$ cat src/verilog/cache_params.svh
`ifndef CACHE_PARAMS_SVH
`define CACHE_PARAMS_SVH

// four ways is fixed by the three-bit tree LRU
`define CACHE_WAYS  4
`define CACHE_SETS  16
`define LINE_BYTES  32

// address split is tag | set | byte offset
`define TAG_W       23
`define SET_W       4
`define OFFSET_W    5

`endif

$ cat src/verilog/plru_tree.sv
`timescale 1ns/1ps
`default_nettype none
`include "cache_params.svh"

module plru_tree (
    input  logic                clk,
    input  logic                rst,
    input  logic [`SET_W-1:0]   set_no,
    input  logic                touch,
    input  logic [1:0]          way,
    output logic [2:0]          lru_read
);

    // bit 0 picks the half, bit 1 picks within ways 0/1, bit 2 within ways 2/3
    logic [2:0] tree [`CACHE_SETS];

    always_ff @(posedge clk) begin
        if (rst) begin
            for (int s = 0; s < `CACHE_SETS; s++) begin
                tree[s] <= '0;
            end
        end else if (touch) begin
            tree[set_no][0] <= way[1]; // point at the other half
            if (way[1]) begin
                tree[set_no][2] <= way[0];
            end else begin
                tree[set_no][1] <= way[0];
            end
        end
    end

    assign lru_read = tree[set_no];

endmodule : plru_tree

`default_nettype wire
$ cat config.mk
export PLATFORM = sky130hd
export DESIGN_NAME = plru_tree
export DESIGN_NICKNAME = d
export VERILOG_FILES = /design/src/verilog/plru_tree.sv
export VERILOG_INCLUDE_DIRS = /design/src /design/src/verilog
export SDC_FILE = /design/constraint.sdc
export NUM_CORES = 1
export LEC_CHECK = 0
export BUFFER_PORTS_ARGS = -buffer_cell sky130_fd_sc_hd__buf_2
export CAP_MARGIN = 20
export CORE_MARGIN = 5
export CORE_UTILIZATION = 30
export CTS_CLUSTER_DIAMETER = 60
export DETAILED_ROUTE_END_ITERATION = 10
export GPL_ROUTABILITY_DRIVEN = 0
export SYNTH_ARGS = -nofsm -noshare
export SYNTH_HDL_FRONTEND = slang
export SYNTH_SLANG_ARGS = --single-unit
$ cat constraint.sdc
create_clock -name clk -period 2.35 [get_ports clk]
set_clock_uncertainty 0.05 [all_clocks]
set_input_delay 0.235 -clock clk [delete_from_list [all_inputs] [get_ports clk]]
set_output_delay 0.235 -clock clk [all_outputs]
set_load 0.02 [all_outputs]
# [Yosys cells after proc, flatten, opt, wreduce, memory -nomap -nowiden]
# Memory sizes are Yosys's and may differ from the RTL's.
# Cells that the tools add are included.
[word_totals] wordCells=18 mem_bits_rw=48 n_memories=1 output_inout_bits=3 in_bits=9 regBits=0
[mem_list] memory="tree" depth=16 width=3 rd=1 rd_ports_with_merged_regs=0 wr=16 line_no="plru_tree.sv:15" rtl="logic [2:0] tree [`CACHE_SETS];"
[op_classes] n_reduce_logical=1 mux=16
[op_table] cell="2-to-1 mux 1 bit" count=13
[op_table] cell="2-to-1 mux 3 bit" count=2
[op_table] cell="2-to-1 mux 4 bit" count=1
[op_table] cell="OR reduction 3 bit" count=1

# [Logic depth before layout (Yosys ltp)]
[logic_depth] depth_word=6 mapped_depth=5 ltp_nobuf=3

# [Least setup slack after synthesis]
# No wires, ideal clock.
[synth_path] path_type="input to output" startpoint="input set_no[0]" endpoint="output lru_read[0]" required_time_ns=2.065 path_stages=4 path_slack_ns=0.801 n_path_buf=1 t_arrival_ns=1.264 path_cell_list="buf_6 mux4_2 a22oi_1 nand3_1"
[synth_between] elab_chain_len=1
[synth_lines] item="start, declared" line_no="plru_tree.sv:8" rtl="input logic [`SET_W-1:0] set_no,"
[synth_lines] item="memory (16 x 3 bit)"
[synth_lines] item="end, declared" line_no="plru_tree.sv:11" rtl="output logic [2:0] lru_read"
# No other way between the ends.

# [Worst setup path after layout]
[layout_path] startpoint="input set_no[0]" endpoint="output lru_read[1]"
# Same word-level chain as after synthesis.

==> results.md <==
- Outcome: finished clean
- Largest regs: tree: 48 flops
- Post-DR vias/cell: 5.08
- Worst Tran Pin Value: 696 ps
- Synthesized Nets: 228
- Number of flip-flops in the largest register: 48
- Synth cell types: 20
- Synth Warn #: 0
- Largest net degree at the start of global routing: 29
- Clock network power share: 28.3%
- Standard-cell rows: 33
- Fin nets: 233
- Slew Limit Fails: 0
- Via count: 1,671
- Synth cell count leaders: nor2_1 (50), edfxtp_1 (48), o21bai_1 (26)
- Count leader, synth: nor2_1
- Setup Fix Bufs, Post-CTS: 0
- Simple-gate share of the synthesized area: 19.6%
- Clk root buf: clkbuf_8
- Synthesized instance count: 219
- CP Launch Type: primary input
- Max Fclk: 500 MHz
- Post-Synth XOR/XNOR Area: 0%
- Post-synth ARST share: 0%
- Syn-to-layout area delta: 8.76%
- Crit path DAT: 1710 ps
- Die width: 103 um
- Clk buf depth: 2
- PortBufs: 11
- # diodes: 0
- Synth top area cells: edfxtp_1 (56%), mux4_2 (11%), o21bai_1 (7.6%)
- Req. time, crit path: 2070 ps
- Die area: 0.0105 mm^2
- Worst-path clk slew: 90 ps
- Fin util: 33.7%
- Avg Cell Area, Syn: 11.7 um^2
- Final period utilization: 85.0%
- HPWL Detailed: 3890 um
- FF+latch count, synth: 48
- Max_slew headroom: 53.5%
- Element type at the critical path end: primary output
- DRC: 0
- Routed wire per std cell: 16.8 um
- Routed wire length: 5530 um
- H-Tree Level Count: 2
- Remaining global-route overflow: 0
- Seq pwr share: 59.6%
- Hold depth: 4
- Top FF cell, synth: edfxtp_1
- Post-CTS Resized: 0
- Multiplexer area fraction after synthesis: 10.5%
- Combinational fraction of design power: 12.1%
- Pint: 1.27 mW
- Post-Syn Area: 0.00257 mm^2
- DRT iter0 DRCs: 121
- CTS Buf Count: 5
- Post-synth top area share: 56.1%
- Global-route usage over all layers: 11.2%
- CTS tree: done
- Biggest register: tree
- Antenna-violating nets left: 0
- Share of layout cells above drive strength 1: 17.0%
- Initial antenna violation count: 0
- Net Sw Frac: 24.1%
- Adder-cell share of the synthesized area: 0%
- Sw power: 0.405 mW
- Finished layout cell area: 0.00280 mm^2
- Hold Buf Count CTS: 0
- Initial Utilization: 31.0%
- Dpl cell area: 0.00271 mm^2
- Sequential area share after synthesis: 56.1%
- Final hold vios: 0
- Core ar.: 0.00830 mm^2
- Die height: 103 um
- Clk sinks: 48
- Worst-path fanout max: 20
- Max-cap viol count: 0
- Global-route wire length before repair: 8840 um
- IO Pins: 12
- VDD IR-drop max: 320 uV
- Tmin final: 2000 ps
- Compound-gate portion of the synthesized area: 10.2%
- Vias in the first global route: 1,697
- Largest family of logic cells by synthesized area: simple AND/OR/NAND/NOR gates
- Cell taking the most area after synthesis: edfxtp_1
- Crit path kind: primary input to primary output
- Fillers: 831
- Final Total Pwr: 1.68 mW
- PD cells: 601 mW/mm^2
- DP Cell Count: 322
- Setup TNS: 0 ps
- Unrepaired setup endpoints after global routing: no
- Final Instance Count excl. Fillers: 329
- Post-synth EDFFs: 48
- Lkg Pwr: 0.946 nW
- Setup-failing EPs final: 0
- Worst Hold Class: primary input to register
- DRT Pass-1 Iters: 4
## metrics by stage
stage / setup WS [ps] / hold slack [ps]
after floorplan: 801 / 497
after global placement: 336 / 706
after detailed placement: 320 / 700
after CTS: 315 / 380
after global routing: 217 / 422
final: 352 / 390
## area by class of cell
cell class	count	area (um^2)	share of cell area (%)
inverters	1	3.75	0.134
clock buffers	5	68.8	2.46
clock inverters	2	12.5	0.448
flip-flops and latches	48	1440	51.6
well taps	105	131	4.70
multi-input cells	151	1040	37.1
repair buffers	17	100	3.58
## worst paths after layout
check / startpoint / end / slack, ps
max: set_no[0] / lru_read[1] / 350
min: way[0] / tree[0][1] / 390
## cells in the final DEF, fill, tap and decap left out
cell type / Yosys / final
edfxtp_1: 48 / 48
and2_1: 2 / 2
clkinv_1: 0 / 1
nand2b_1: 16 / 16
buf_2: 7 / 11
clkinv_4: 0 / 1
buf_4: 0 / 6
nand3_1: 10 / 10
nand2_1: 17 / 17
a21o_1: 6 / 6
clkbuf_8: 0 / 5
a22oi_1: 3 / 3
and4bb_2: 2 / 2
mux4_2: 12 / 12
o21bai_1: 26 / 26
nor2b_1: 4 / 4
and3_1: 1 / 1
and4b_1: 1 / 1
inv_1: 1 / 1
nor4b_4: 1 / 1
nor2_1: 50 / 50
## critical path, stage by stage
cell and delay (ps):
buf_2 440, mux4_2 570, a22oi_1 180, nand3_1 110, buf_2 170
## power by group through the flow
stage / Combinational (mW) / Clock (mW) / Sequential, mW
2_1_floorplan: 0.153 / 0 / 1.01
3_3_place_gp: 0.202 / 0 / 1.02
3_5_place_dp: 0.204 / 0 / 1.02
4_1_cts: 0.205 / 0.491 / 1.00
5_1_grt: 0.221 / 0.522 / 1.01
6_report: 0.203 / 0.475 / 1.00
## metal layers
layer	GRT usage (%)	vias to the layer above	part of all wire [%]
met5	0	-	0
met3	2.30	4	5.2
li1	-	794	-
met1	14.3	830	44
met4	4.14	0	1.2
met2	18.8	43	50
## cell families after synthesis
family,Yosys count
simple gates,104
compound gates,35
flops,48
mux,12
buf+inv,20
Note: power is estimated with default switching activity, not from simulation.
