<file path="src/verilog/cache_params.svh">
`ifndef CACHE_PARAMS_SVH
`define CACHE_PARAMS_SVH

// four ways is fixed by the three-bit tree LRU
`define CACHE_WAYS  4
`define CACHE_SETS  16
`define LINE_BYTES  32

// address split is tag | set | byte offset
`define TAG_W       23
`define SET_W       4
`define OFFSET_W    5

`endif

</file>
<file path="src/verilog/cache_pkg.sv">
`default_nettype none
`include "cache_params.svh"

package cache_pkg;

    // request as held between stage one and stage two
    typedef struct packed {
        logic [31:0]            addr;
        logic [`TAG_W-1:0]      tag;
        logic [`SET_W-1:0]      set_no;
        logic [`OFFSET_W-1:0]   offset;
        logic [3:0]             rmask;
        logic [3:0]             wmask;
        logic [31:0]            wdata;
    } stage_reg_t;

    typedef struct packed {
        logic                   dirty;
        logic [`TAG_W-1:0]      tag;
    } tag_entry_t;

    // flat view for dfp traffic, word view for the hit mux
    typedef union packed {
        logic [`LINE_BYTES*8-1:0]           flat;
        logic [`LINE_BYTES/4-1:0][31:0]     words;
    } line_u;

endpackage : cache_pkg

`default_nettype wire

</file>
<file path="src/verilog/cache_stage_2.sv">
`timescale 1ns/1ps
`default_nettype none
`include "cache_params.svh"

module cache_stage_2 import cache_pkg::*; (
    input  logic                        clk,
    input  logic                        rst,
    input  stage_reg_t                  stage_reg,
    input  line_u                       data_out [`CACHE_WAYS],
    input  tag_entry_t                  tag_out [`CACHE_WAYS],
    input  logic [`CACHE_WAYS-1:0]      valid_out,
    input  logic [1:0]                  victim_way,
    input  logic                        write_done,
    output logic [31:0]                 ufp_rdata,
    output logic                        ufp_resp,
    output logic [31:0]                 dfp_addr,
    output logic                        dfp_read,
    output logic                        dfp_write,
    output logic [`LINE_BYTES*8-1:0]    dfp_wdata,
    input  logic                        dfp_resp,
    output logic                        read_halt,
    output logic                        write_halt,
    output logic                        dirty_halt,
    output logic                        write_done_reg,
    output logic [1:0]                  hit_way,
    output logic                        lru_touch
);

    localparam logic [1:0] ST_IDLE   = 2'd0;
    localparam logic [1:0] ST_WB     = 2'd1;
    localparam logic [1:0] ST_FETCH  = 2'd2;
    localparam logic [1:0] ST_REREAD = 2'd3;

    logic [1:0]             state, state_next;
    logic [`CACHE_WAYS-1:0] hit_vec;
    logic                   lookup, hit, miss, victim_dirty;

    always_comb begin
        hit_vec = '0;
        hit_way = '0;
        for (int i = 0; i < `CACHE_WAYS; i++) begin
            hit_vec[i] = valid_out[i] && (tag_out[i].tag == stage_reg.tag);
            if (hit_vec[i]) begin
                hit_way = 2'(i);
            end
        end
    end

    // no lookup while the arrays still show data from before the last write
    assign lookup = (|stage_reg.rmask || |stage_reg.wmask) && state == ST_IDLE && !write_done_reg;
    assign hit = lookup && |hit_vec;
    assign miss = lookup && !(|hit_vec);
    assign victim_dirty = valid_out[victim_way] && tag_out[victim_way].dirty;

    assign ufp_resp = hit;
    assign ufp_rdata = data_out[hit_way].words[stage_reg.offset[`OFFSET_W-1:2]];
    assign write_halt = hit && |stage_reg.wmask;
    assign read_halt = miss || state != ST_IDLE;
    assign dirty_halt = state == ST_WB;
    assign lru_touch = hit || (state == ST_FETCH && dfp_resp);

    assign dfp_write = state == ST_WB;
    assign dfp_read = state == ST_FETCH;
    assign dfp_wdata = data_out[victim_way].flat;
    assign dfp_addr = dfp_write ? {tag_out[victim_way].tag, stage_reg.set_no, `OFFSET_W'(0)}
                                : {stage_reg.addr[31:`OFFSET_W], `OFFSET_W'(0)};

    always_comb begin
        state_next = state;
        case (state)
            ST_IDLE: begin
                if (miss) begin
                    state_next = victim_dirty ? ST_WB : ST_FETCH;
                end
            end
            ST_WB: begin
                if (dfp_resp) begin
                    state_next = ST_FETCH;
                end
            end
            ST_FETCH: begin
                if (dfp_resp) begin
                    state_next = ST_REREAD; // refill is written this cycle
                end
            end
            default: state_next = ST_IDLE;
        endcase
    end

    always_ff @(posedge clk) begin
        if (rst) begin
            state <= ST_IDLE;
            write_done_reg <= 1'b0;
        end else begin
            state <= state_next;
            write_done_reg <= write_done;
        end
    end

endmodule : cache_stage_2

`default_nettype wire

</file>
<file path="config.mk">
export PLATFORM = sky130hd
export DESIGN_NAME = cache_stage_2
export DESIGN_NICKNAME = d
export VERILOG_FILES = /design/src/verilog/cache_pkg.sv /design/src/verilog/cache_stage_2.sv
export VERILOG_INCLUDE_DIRS = /design/src /design/src/verilog
export SDC_FILE = /design/constraint.sdc
export NUM_CORES = 1
export LEC_CHECK = 0
export BUFFER_PORTS_ARGS = -buffer_cell sky130_fd_sc_hd__buf_2
export CORE_AREA = 2 2 611 613
export CTS_CLUSTER_DIAMETER = 200
export DETAILED_ROUTE_END_ITERATION = 10
export DIE_AREA = 0 0 613 615
export GPL_TIMING_DRIVEN = 0
export PLACE_DENSITY_LB_ADDON = 0.05
export SLEW_MARGIN = 10
export SYNTH_ARGS = -nofsm -noshare
export SYNTH_HDL_FRONTEND = slang
export SYNTH_SLANG_ARGS = --single-unit
</file>
<file path="constraint.sdc">
create_clock -name clk -period 5 [get_ports clk]
set_input_delay 1 -clock clk [delete_from_list [all_inputs] [get_ports clk]]
set_output_delay 1 -clock clk [all_outputs]
set_load 0.01 [all_outputs]
</file>
## Yosys cells after proc, flatten, opt, wreduce, memory -nomap -nowiden

Index checks and enable logic that the tools add are counted.

- Muxes and demuxes: 22
- Order comparisons: 4
- Bitwise gates (word level): 2
- Equality and inequality tests: 9
- Reductions and logical operators: 22

Operators by type and width:

| kind | number |
|---|---|
| $bmux W256 S2 | 2 |
| $mux W256 | 4 |
| $bmux W32 S3 | 1 |
| $eq A23 B23 Y1 | 4 |
| $mux W32 | 2 |
| $bmux W24 S2 | 1 |
| $mux W24 | 2 |
| $mux W2 | 6 |
| $reduce_or A4 Y1 | 3 |
| $logic_and A1 B1 Y1 | 11 |
| $ge A3 B3 Y1 const B | 2 |
| $not A2 Y3 | 2 |
| $pmux W2 S3 | 1 |
| $lt A3 B4 Y1 const B | 1 |
| $ne A2 B1 Y1 const B | 2 |
| $logic_or A1 B1 Y1 | 3 |
| $lt A2 B3 Y1 const B | 1 |
| $reduce_and A3 Y1 | 1 |
| $bmux W1 S2 | 1 |
| $eq A2 B1 Y1 const B | 1 |
| $eq A2 B2 Y1 const B | 1 |
| $logic_not A1 Y1 | 2 |
| $logic_not A2 Y1 | 1 |
| $mux W1 | 2 |
| 2 further kinds | 2 |

- Output and inout bits: 330
- Bits of input ports: 1234
- Word-level logic and storage cells: 61
- Bits in registers: 3

## Depth between registers and ports, before layout

Gate-level depths: netlist of the first run.

- Word-level depth: 11
- Gate-level depth with buffers: 13
- Gate-level depth less buffers: 8

## Worst setup path after synthesis of the first run

Ideal clock, no wire load.

- Kind: in2out
- Start point: in stage_reg[61] (netlist bit)
- End point: out ufp_rdata[30]
- Path buffers: 5
- Cell stages on the path: 12
- Arrival time: 3354 ps
- Data required time: 4000 ps
- Setup slack: 646 ps
- Path through: clkbuf_1 xnor2_1 nand4_1 or4b_1 buf_2 or2_1 buf_2 buf_6 buf_4 a31oi_1 a211oi_1 o32ai_1

- Longest elaborated chain between the ends: 11
- Elaborated cells on any way between the ends: 15
- Those cells by class: eq/ne (3); mux (8); bitwise (1); reduce/logical (3)

RTL lines:

| what | RTL line | RTL |
|---|---|---|
| start: declaration | cache_stage_2.sv:8 | `input stage_reg_t stage_reg,` |
| $eq A23 B23 Y1 | cache_stage_2.sv:42 | `hit_vec[i] = valid_out[i] && (tag_out[i].tag == stage_reg.tag);` |
| $logic_and A1 B1 Y1 | cache_stage_2.sv:42 |  |
| $mux W1 | cache_stage_2.sv:43 | `if (hit_vec[i]) begin` |
| $mux W2 | cache_stage_2.sv:43 |  |
| $mux W2 * | cache_stage_2.sv:43 |  |
| $not A2 Y3 (not written as such) * | cache_stage_2.sv:56 | `` assign ufp_rdata = data_out[hit_way].words[stage_reg.offset[`OFFSET_W-1:2]]; `` |
| $bmux W256 S2 * | cache_stage_2.sv:56 |  |
| $mux W256 (not written as such) * (2 in a row) | cache_stage_2.sv:56 |  |
| $bmux W32 S3 * | cache_stage_2.sv:56 |  |
| $mux W32 * | cache_stage_2.sv:56 |  |
| end: declaration | cache_stage_2.sv:14 | `output logic [31:0] ufp_rdata,` |

Every way passes the cells marked *; elsewhere a longest branch is shown, timed or not. The select of a mux whose other input is x is not followed.

## Final worst setup path of the first run

- Start point: in stage_reg[50] (netlist bit)
- End point: out ufp_rdata[31]

The elaborated chain is that of the path after synthesis.

==> flow_summary_export.csv, run 1 <==
group,metric,value,unit
status,outcome,"finished with violations",
status,violations,"setup timing",
worst_setup_path,cp-end-kind,"output pin",
route,detail_route.wl_per_cell,50.45,um
cts,clkTransAtPathRegs,30,ps
yosys,syn_area_per_cell,8.402,um2
sta,slew_violations,0,
sta,fmax,182.6,MHz
placed_design,place.gp.congestion,0.8387,
cts,cts.path.max_buffers,2,
route,wl,452800,um
global_route,grt_max_degree,11,
sta,grt_setup_unrepaired,"true",
global_route,grt_pass1_wl,525000,um
global_route,grt_pass1_vias,31590,
floorplanning,initial_core_util,0.04736,
yosys,yosysWarnings,0,
yosys,yosys-top-cells-area,"mux4_2, nand2_1, a211oi_1",
floorplanning,die_y,615,um
cells_and_area,post-route-util,0.1117,
sta,finClkSkew,0.4806,ps
yosys,async_flop_share,0,
cells_and_area,final_area,0.04141,mm2
yosys,ys_seq_area_frac,0.003420,
yosys,synth.cell_area,0.01756,mm2
worst_hold_path,worstHoldEndpoint,"state[1]",
job,maxCapViolCount,0,
worst_setup_path,start_kind,"input pin",
worst_setup_path,reg2regPathDepth,7,
cells_and_area,largest_reg_flops,2,
floorplanning,rows,224,
worst_hold_path,hold_start,"state[1]",
cts,insertion_delay,220,ps
power_and_ir_drop,powerDensity,109.2,mW/mm2
sta,tns,-7980,ps
route,via_per_inst,3.561,
cts,ctsHoldBuffers,0,
yosys,yosysTopAreaCell,"mux4_2",
route,first_pass_iters,5,
floorplanning,die_area,0.3770,mm2
cts,cts_tree,"yes",
global_route,antenna_found_initial,384,
yosys,ys_ff_latch,3,
yosys,ys.flop_type,"dfxtp_1",
route,antenna_left,0,
cells_and_area,syn_to_final_growth,135.8,%
worst_setup_path,r2r_start,"state[1]",
worst_setup_path,required,4000,ps
yosys,synth_top_area_frac,0.3668,
worst_hold_path,hold_class,"reg -> reg",
floorplanning,core-area,0.3708,mm2
placed_design,pre_cts_slack,-3191,ps
worst_setup_path,crit_fanout,10,
sta,fin_crit_sh,1.095,
worst_setup_path,cp_data_arrival_time,4480,ps
sta,setup_viol,32,
cells_and_area,drive_gt1_frac,0.7058,
sta,finalHoldViolCount,0,
cts,cts-root-buf,"clkbuf_16",
worst_setup_path,rr_endpoint,"state[0]",
placed_design,placed_cell_area,0.03358,mm2
cts,cts.sinks,3,
worst_hold_path,holdPathStages,2,
sta,worstMarginPinSlew,1341,ps
yosys,synth_edf_count,0,
route,drc_errors,0,
power_and_ir_drop,total_power,0.004521,W
yosys,synth.distinct_cells,80,
sta,slew_headroom,0.1061,
floorplanning,die_x,613,um
route,drt-initial-drc-count,2793,
sta,layout_min_cycle_time,5476,ps
cts,numCtsBuffers,3,
yosys,syn_inst,2090,
power_and_ir_drop,p_leak,15.83,nW
placed_design,dp_hpwl,396300,um
worst_setup_path,rrSetupSlack,2800,ps
cts,cts_htree_levels,1,
cells_and_area,nets,5148,
sta,setup_ws,-476.1,ps
global_route,grt_util_all_layers,0.2301,
route,vias,31970,
worst_setup_path,path_class,"in -> out",
floorplanning,boundaryPins,1564,
power_and_ir_drop,ir_worst_vdd,0.0001301,V
global_route,grt_overflow,0,
placed_design,io_buffers,1493,
==> logic make-up after synthesis <==
kind of cell / synth area share
buffers and inverters: 0.07418
multiplexers: 0.4428
AO/OA/AOI/OAI: 0.2804
flip-flops: 0.003420
other: 0.0002136
XOR/XNOR: 0.05031
AND/OR/NAND/NOR: 0.1459
adder cells (fa/ha/maj): 0.002850
==> worst max path at each step <==
stage / from / to / cells past startpoint
floorplan: stage_reg[61] / ufp_rdata[30] / 12
global placement: stage_reg[50] / ufp_rdata[4] / 12
finish: stage_reg[50] / ufp_rdata[31] / 15
detailed placement: stage_reg[50] / ufp_rdata[31] / 12
CTS: stage_reg[50] / ufp_rdata[31] / 12
global route: stage_reg[55] / ufp_rdata[31] / 12
==> where the power goes <==
group / switching (W) / internal [W]
clock network: 0.0000208 / 0.000105
registers: 0.0000102 / 0.0000328
logic: 0.00274 / 0.00161
total: 0.00277 / 0.00175
==> stage by stage <==
step / instances / hold slack, ps
2_1_floorplan: 2094 / 458.7
3_3_place_gp: 8559 / 518.8
3_5_place_dp: 8659 / 515.2
4_1_cts: 8824 / 519.0
5_1_grt: 8910 / 534.1
6_report: 8977 / 518.0
==> cells in the final DEF (no fill, tap or decap), drive strengths merged, types with 81 or more instances in the layout <==
cell type     n
xnor2        90
a31oi        85
o21ai       195
diode        96
nor2         87
a21oi        81
mux4        286
a211oi      128
nand2       285
clkbuf      139
mux2i        95
buf        1943
==> worst max-delay path, stage by stage <==
cell and delay [ps]:
buf_12 120, buf_12 120, xnor2_4 160, buf_12 130, nand4_1 150, nor4_4 250, buf_4 190, nand2_4 130
clkbuf_8 250, clkbuf_8 280, o21ai_4 110, a31oi_2 50, o211ai_1 920, o2111ai_4 270, buf_6 230
==> final cells by class <==
| cell class | instances | area, um2 |
|---|---|---|
| inverters | 6 | 22.52 |
| clock buffers | 4 | 78.83 |
| plain buffers | 261 | 3206 |
| well taps | 4972 | 6221 |
| diodes | 96 | 240.2 |
| multi-input cells | 1817 | 19150 |
| fillers | 42960 | 329400 |
| flip-flops and latches | 3 | 60.06 |
| repair buffers | 1818 | 12430 |
==> cell usage after synthesis (all sizes together) (3+ instances only) <==
library cell / n
a311oi: 8
inv: 5
a2bb2oi: 3
or3: 8
clkbuf: 141
xnor2: 90
o32ai: 9
mux2: 34
o22ai: 65
a32oi: 6
o22a: 7
o211ai: 29
dfxtp: 3
a211o: 6
ha: 4
a31o: 4
o2111ai: 18
buf: 129
mux2i: 95
nand2: 284
a221oi: 41
nor4: 8
nor3: 10
o31ai: 18
a21o: 3
xor2: 4
a31oi: 85
nor2: 87
nand3: 36
a2111oi: 7
a32o: 4
a21oi: 81
a21boi: 3
o21ai: 195
a211oi: 128
or4: 7
a22oi: 7
and3: 57
or2: 7
o311ai: 8
mux4: 286
nand4: 42
==> what timing repair did <==
item                                    CTS  global route
endpoints found under the setup margin  104            32
resized for setup                       978           230
gates cloned                              5             5
setup buffers                           163            69
pin swaps                               139           127
==> per-layer routing <==
| metal | part of all wire | vias to the layer above | wire length [um] | track usage |
|---|---|---|---|---|
| met5 | 0.0016 | - | 714 | 0 |
| met2 | 0.52 | 2060 | 234400 | 0.4311 |
| met1 | 0.39 | 16700 | 177100 | 0.2690 |
| met4 | 0.026 | 112 | 11680 | 0.03570 |
| met3 | 0.064 | 714 | 28950 | 0.04826 |
| li1 | - | 12380 | - | - |
Power figures use the tool's default switching activity.
==> run 2: changes to the inputs <==
--- a/config.mk
+++ b/config.mk
@@ -13,6 +13,7 @@
 export DIE_AREA = 0 0 613 615
 export GPL_TIMING_DRIVEN = 0
 export PLACE_DENSITY_LB_ADDON = 0.05
+export SKIP_CTS_REPAIR_TIMING = 1
 export SLEW_MARGIN = 10
 export SYNTH_ARGS = -nofsm -noshare
 export SYNTH_HDL_FRONTEND = slang
==> flow_summary_export.csv, run 2 (synthesis gave the netlist of run 1 again) <==
group,metric,value,unit
placed_design,dp.cells,8659,
placed_design,place.gp.congestion,0.8387,
job,maxCapViolCount,0,
cells_and_area,seqCellArea,60.06,um2
cts,cts_htree_levels,1,
global_route,grt_pass1_wl,516100,um
status,outcome,"finished with violations",
power_and_ir_drop,total_power,0.004451,W
worst_setup_path,cp-end-kind,"output pin",
cells_and_area,stdcell_count,8905,
cells_and_area,multi_input_area,0.01851,mm2
route,drt-initial-drc-count,2687,
power_and_ir_drop,powerDensity,114.3,mW/mm2
cells_and_area,syn_to_final_growth,121.8,%
sta,layout_min_cycle_time,5565,ps
cts,cts-root-buf,"clkbuf_16",
floorplanning,die_y,615,um
power_and_ir_drop,p_switching,0.002745,W
power_and_ir_drop,p_int,0.001706,W
floorplanning,core-area,0.3708,mm2
sta,grt_setup_unrepaired,"true",
global_route,antenna_found_initial,406,
worst_hold_path,hold_class,"reg -> reg",
power_and_ir_drop,ir_worst_vdd,0.0001305,V
power_and_ir_drop,combPwrFrac,0.962,
cells_and_area,final_common_cell,"buf_2",
sta,slew_violations,0,
route,antenna_left,0,
worst_setup_path,max_stage_delay,870,ps
cells_and_area,largest_reg_flops,2,
worst_setup_path,cpMostUsedCell,"buf_16",
cells_and_area,nets,5061,
route,drc_errors,0,
route,detail_route.wl_per_cell,50.26,um
power_and_ir_drop,p_leak,14.81,nW
sta,setup_viol,30,
worst_setup_path,crit_chain,"buf_2 > xnor2_4 > nand4_1 > or4_4 > or2_4 > buf_16 > buf_16 > o21ai_4 > a31oi_2 > o211ai_1 > o2111ai_4 > buf_6",
placed_design,dp_hpwl,396300,um
route,first_pass_iters,5,
cells_and_area,n_fill_cell,43150,
cts,cts_tree,"yes",
cts,cts.sinks,3,
cts,numCtsBuffers,3,
power_and_ir_drop,sw_frac_of_total,0.6167,
floorplanning,initial_core_util,0.04736,
sta,tns,-8067,ps
worst_setup_path,crit_fanout,5,
cts,clkTransAtPathRegs,30,ps
power_and_ir_drop,power_frac_seq,0.010,
sta,finalHoldViolCount,0,
floorplanning,die_area,0.3770,mm2
worst_setup_path,slowest_stage,"o211ai_1",
cells_and_area,drive_gt1_frac,0.6808,
floorplanning,boundaryPins,1564,
sta,fin_crit_sh,1.113,
route,vias,31750,
cells_and_area,layout_common_cells,"buf_2, mux4_2, nand2_1",
sta,worstMarginPinSlew,1276,ps
route,via_per_inst,3.566,
placed_design,pre_cts_slack,-3191,ps
worst_setup_path,required,4000,ps
global_route,grt_pass1_vias,30710,
global_route,grt_util_all_layers,0.2265,
worst_setup_path,path_class,"in -> out",
floorplanning,rows,224,
sta,slew_headroom,0.1492,
worst_hold_path,holdPathStages,2,
sta,finClkSkew,0.4856,ps
global_route,grt_overflow,0,
floorplanning,die_x,613,um
placed_design,io_buffers,1493,
worst_setup_path,cp_data_arrival_time,4560,ps
route,wl,447600,um
worst_setup_path,start_kind,"input pin",
power_and_ir_drop,clkPwrFrac,0.028,
status,violations,"setup timing",
cts,insertion_delay,220,ps
sta,setup_ws,-564.6,ps
worst_setup_path,reg2regPathDepth,7,
global_route,grt_max_degree,11,
sta,fmax,179.7,MHz
cts,cts.path.max_buffers,2,
[run 2: changes by cell type in the layout (fill, tap and decap cells not counted), moves of 12 or more]
cell       change
clkbuf_8      -25
buf_6         -17
buf_12        -28
diode_2       +15
a211oi_1      +17
a221oi_1      +12
o21ai_0       +27
clkbuf_16     -22
a221oi_2      -12
buf_2         +25
o21ai_2       -12
[run 2: layer usage]
| metal | GRT usage | vias to the layer above | routed length [um] |
|---|---|---|---|
| li1 | - | 12210 | - |
| met1 | 0.2634 | 16590 | 172700 |
| met2 | 0.4188 | 2129 | 228400 |
| met3 | 0.05134 | 724 | 30600 |
| met4 | 0.04475 | 102 | 15130 |
| met5 | 0 | - | 655 |
[run 2: cell type report]
cell class	count	share of cell area
plain buffers	266	0.06753
repair buffers	1727	0.2861
well taps	4972	0.1597
clock buffers	4	0.002024
multi-input cells	1816	0.4753
flip-flops and latches	3	0.001542
diodes	111	0.007133
inverters	6	0.0006747
[run 2: path summary, 6_finish.rpt]
kind / endpoint / from / slack (ps)
setup / recovery: ufp_rdata[31] / tag_out[39] / -560
hold / removal: state[1] / state[1] / 520
setup reg to reg: state[0] / state[1] / 2800
hold reg to reg: state[1] / state[1] / 520
[run 2: power groups by stage]
| stage | clock network (W) | logic [W] | registers [W] |
|---|---|---|---|
| finish | 0.000126 | 0.00428 | 0.0000430 |
| global placement | 0 | 0.00400 | 0.0000437 |
| floorplan | 0 | 0.00130 | 0.0000398 |
| detailed placement | 0 | 0.00412 | 0.0000437 |
| global route | 0.000132 | 0.00446 | 0.0000443 |
| CTS | 0.000127 | 0.00414 | 0.0000434 |
[run 2: through the flow]
stage | area [um2] | utilization | hold WS (ps)
2_1_floorplan | 17570 | - | 458.7
3_3_place_gp | 31270 | 0.08433 | 518.8
3_5_place_dp | 33580 | 0.09055 | 515.2
4_1_cts | 33660 | 0.09077 | 519.0
5_1_grt | 38810 | 0.1047 | 534.1
6_report | 38940 | 0.1050 | 516.2
[run 2: critical path: cells and delay by family]
family / cells / cell delay, ps
AND/OR/NAND/NOR: 3 / 1140
XOR/XNOR: 1 / 230
AO/OA/AOI/OAI: 4 / 1370
buffers and inverters: 4 / 730
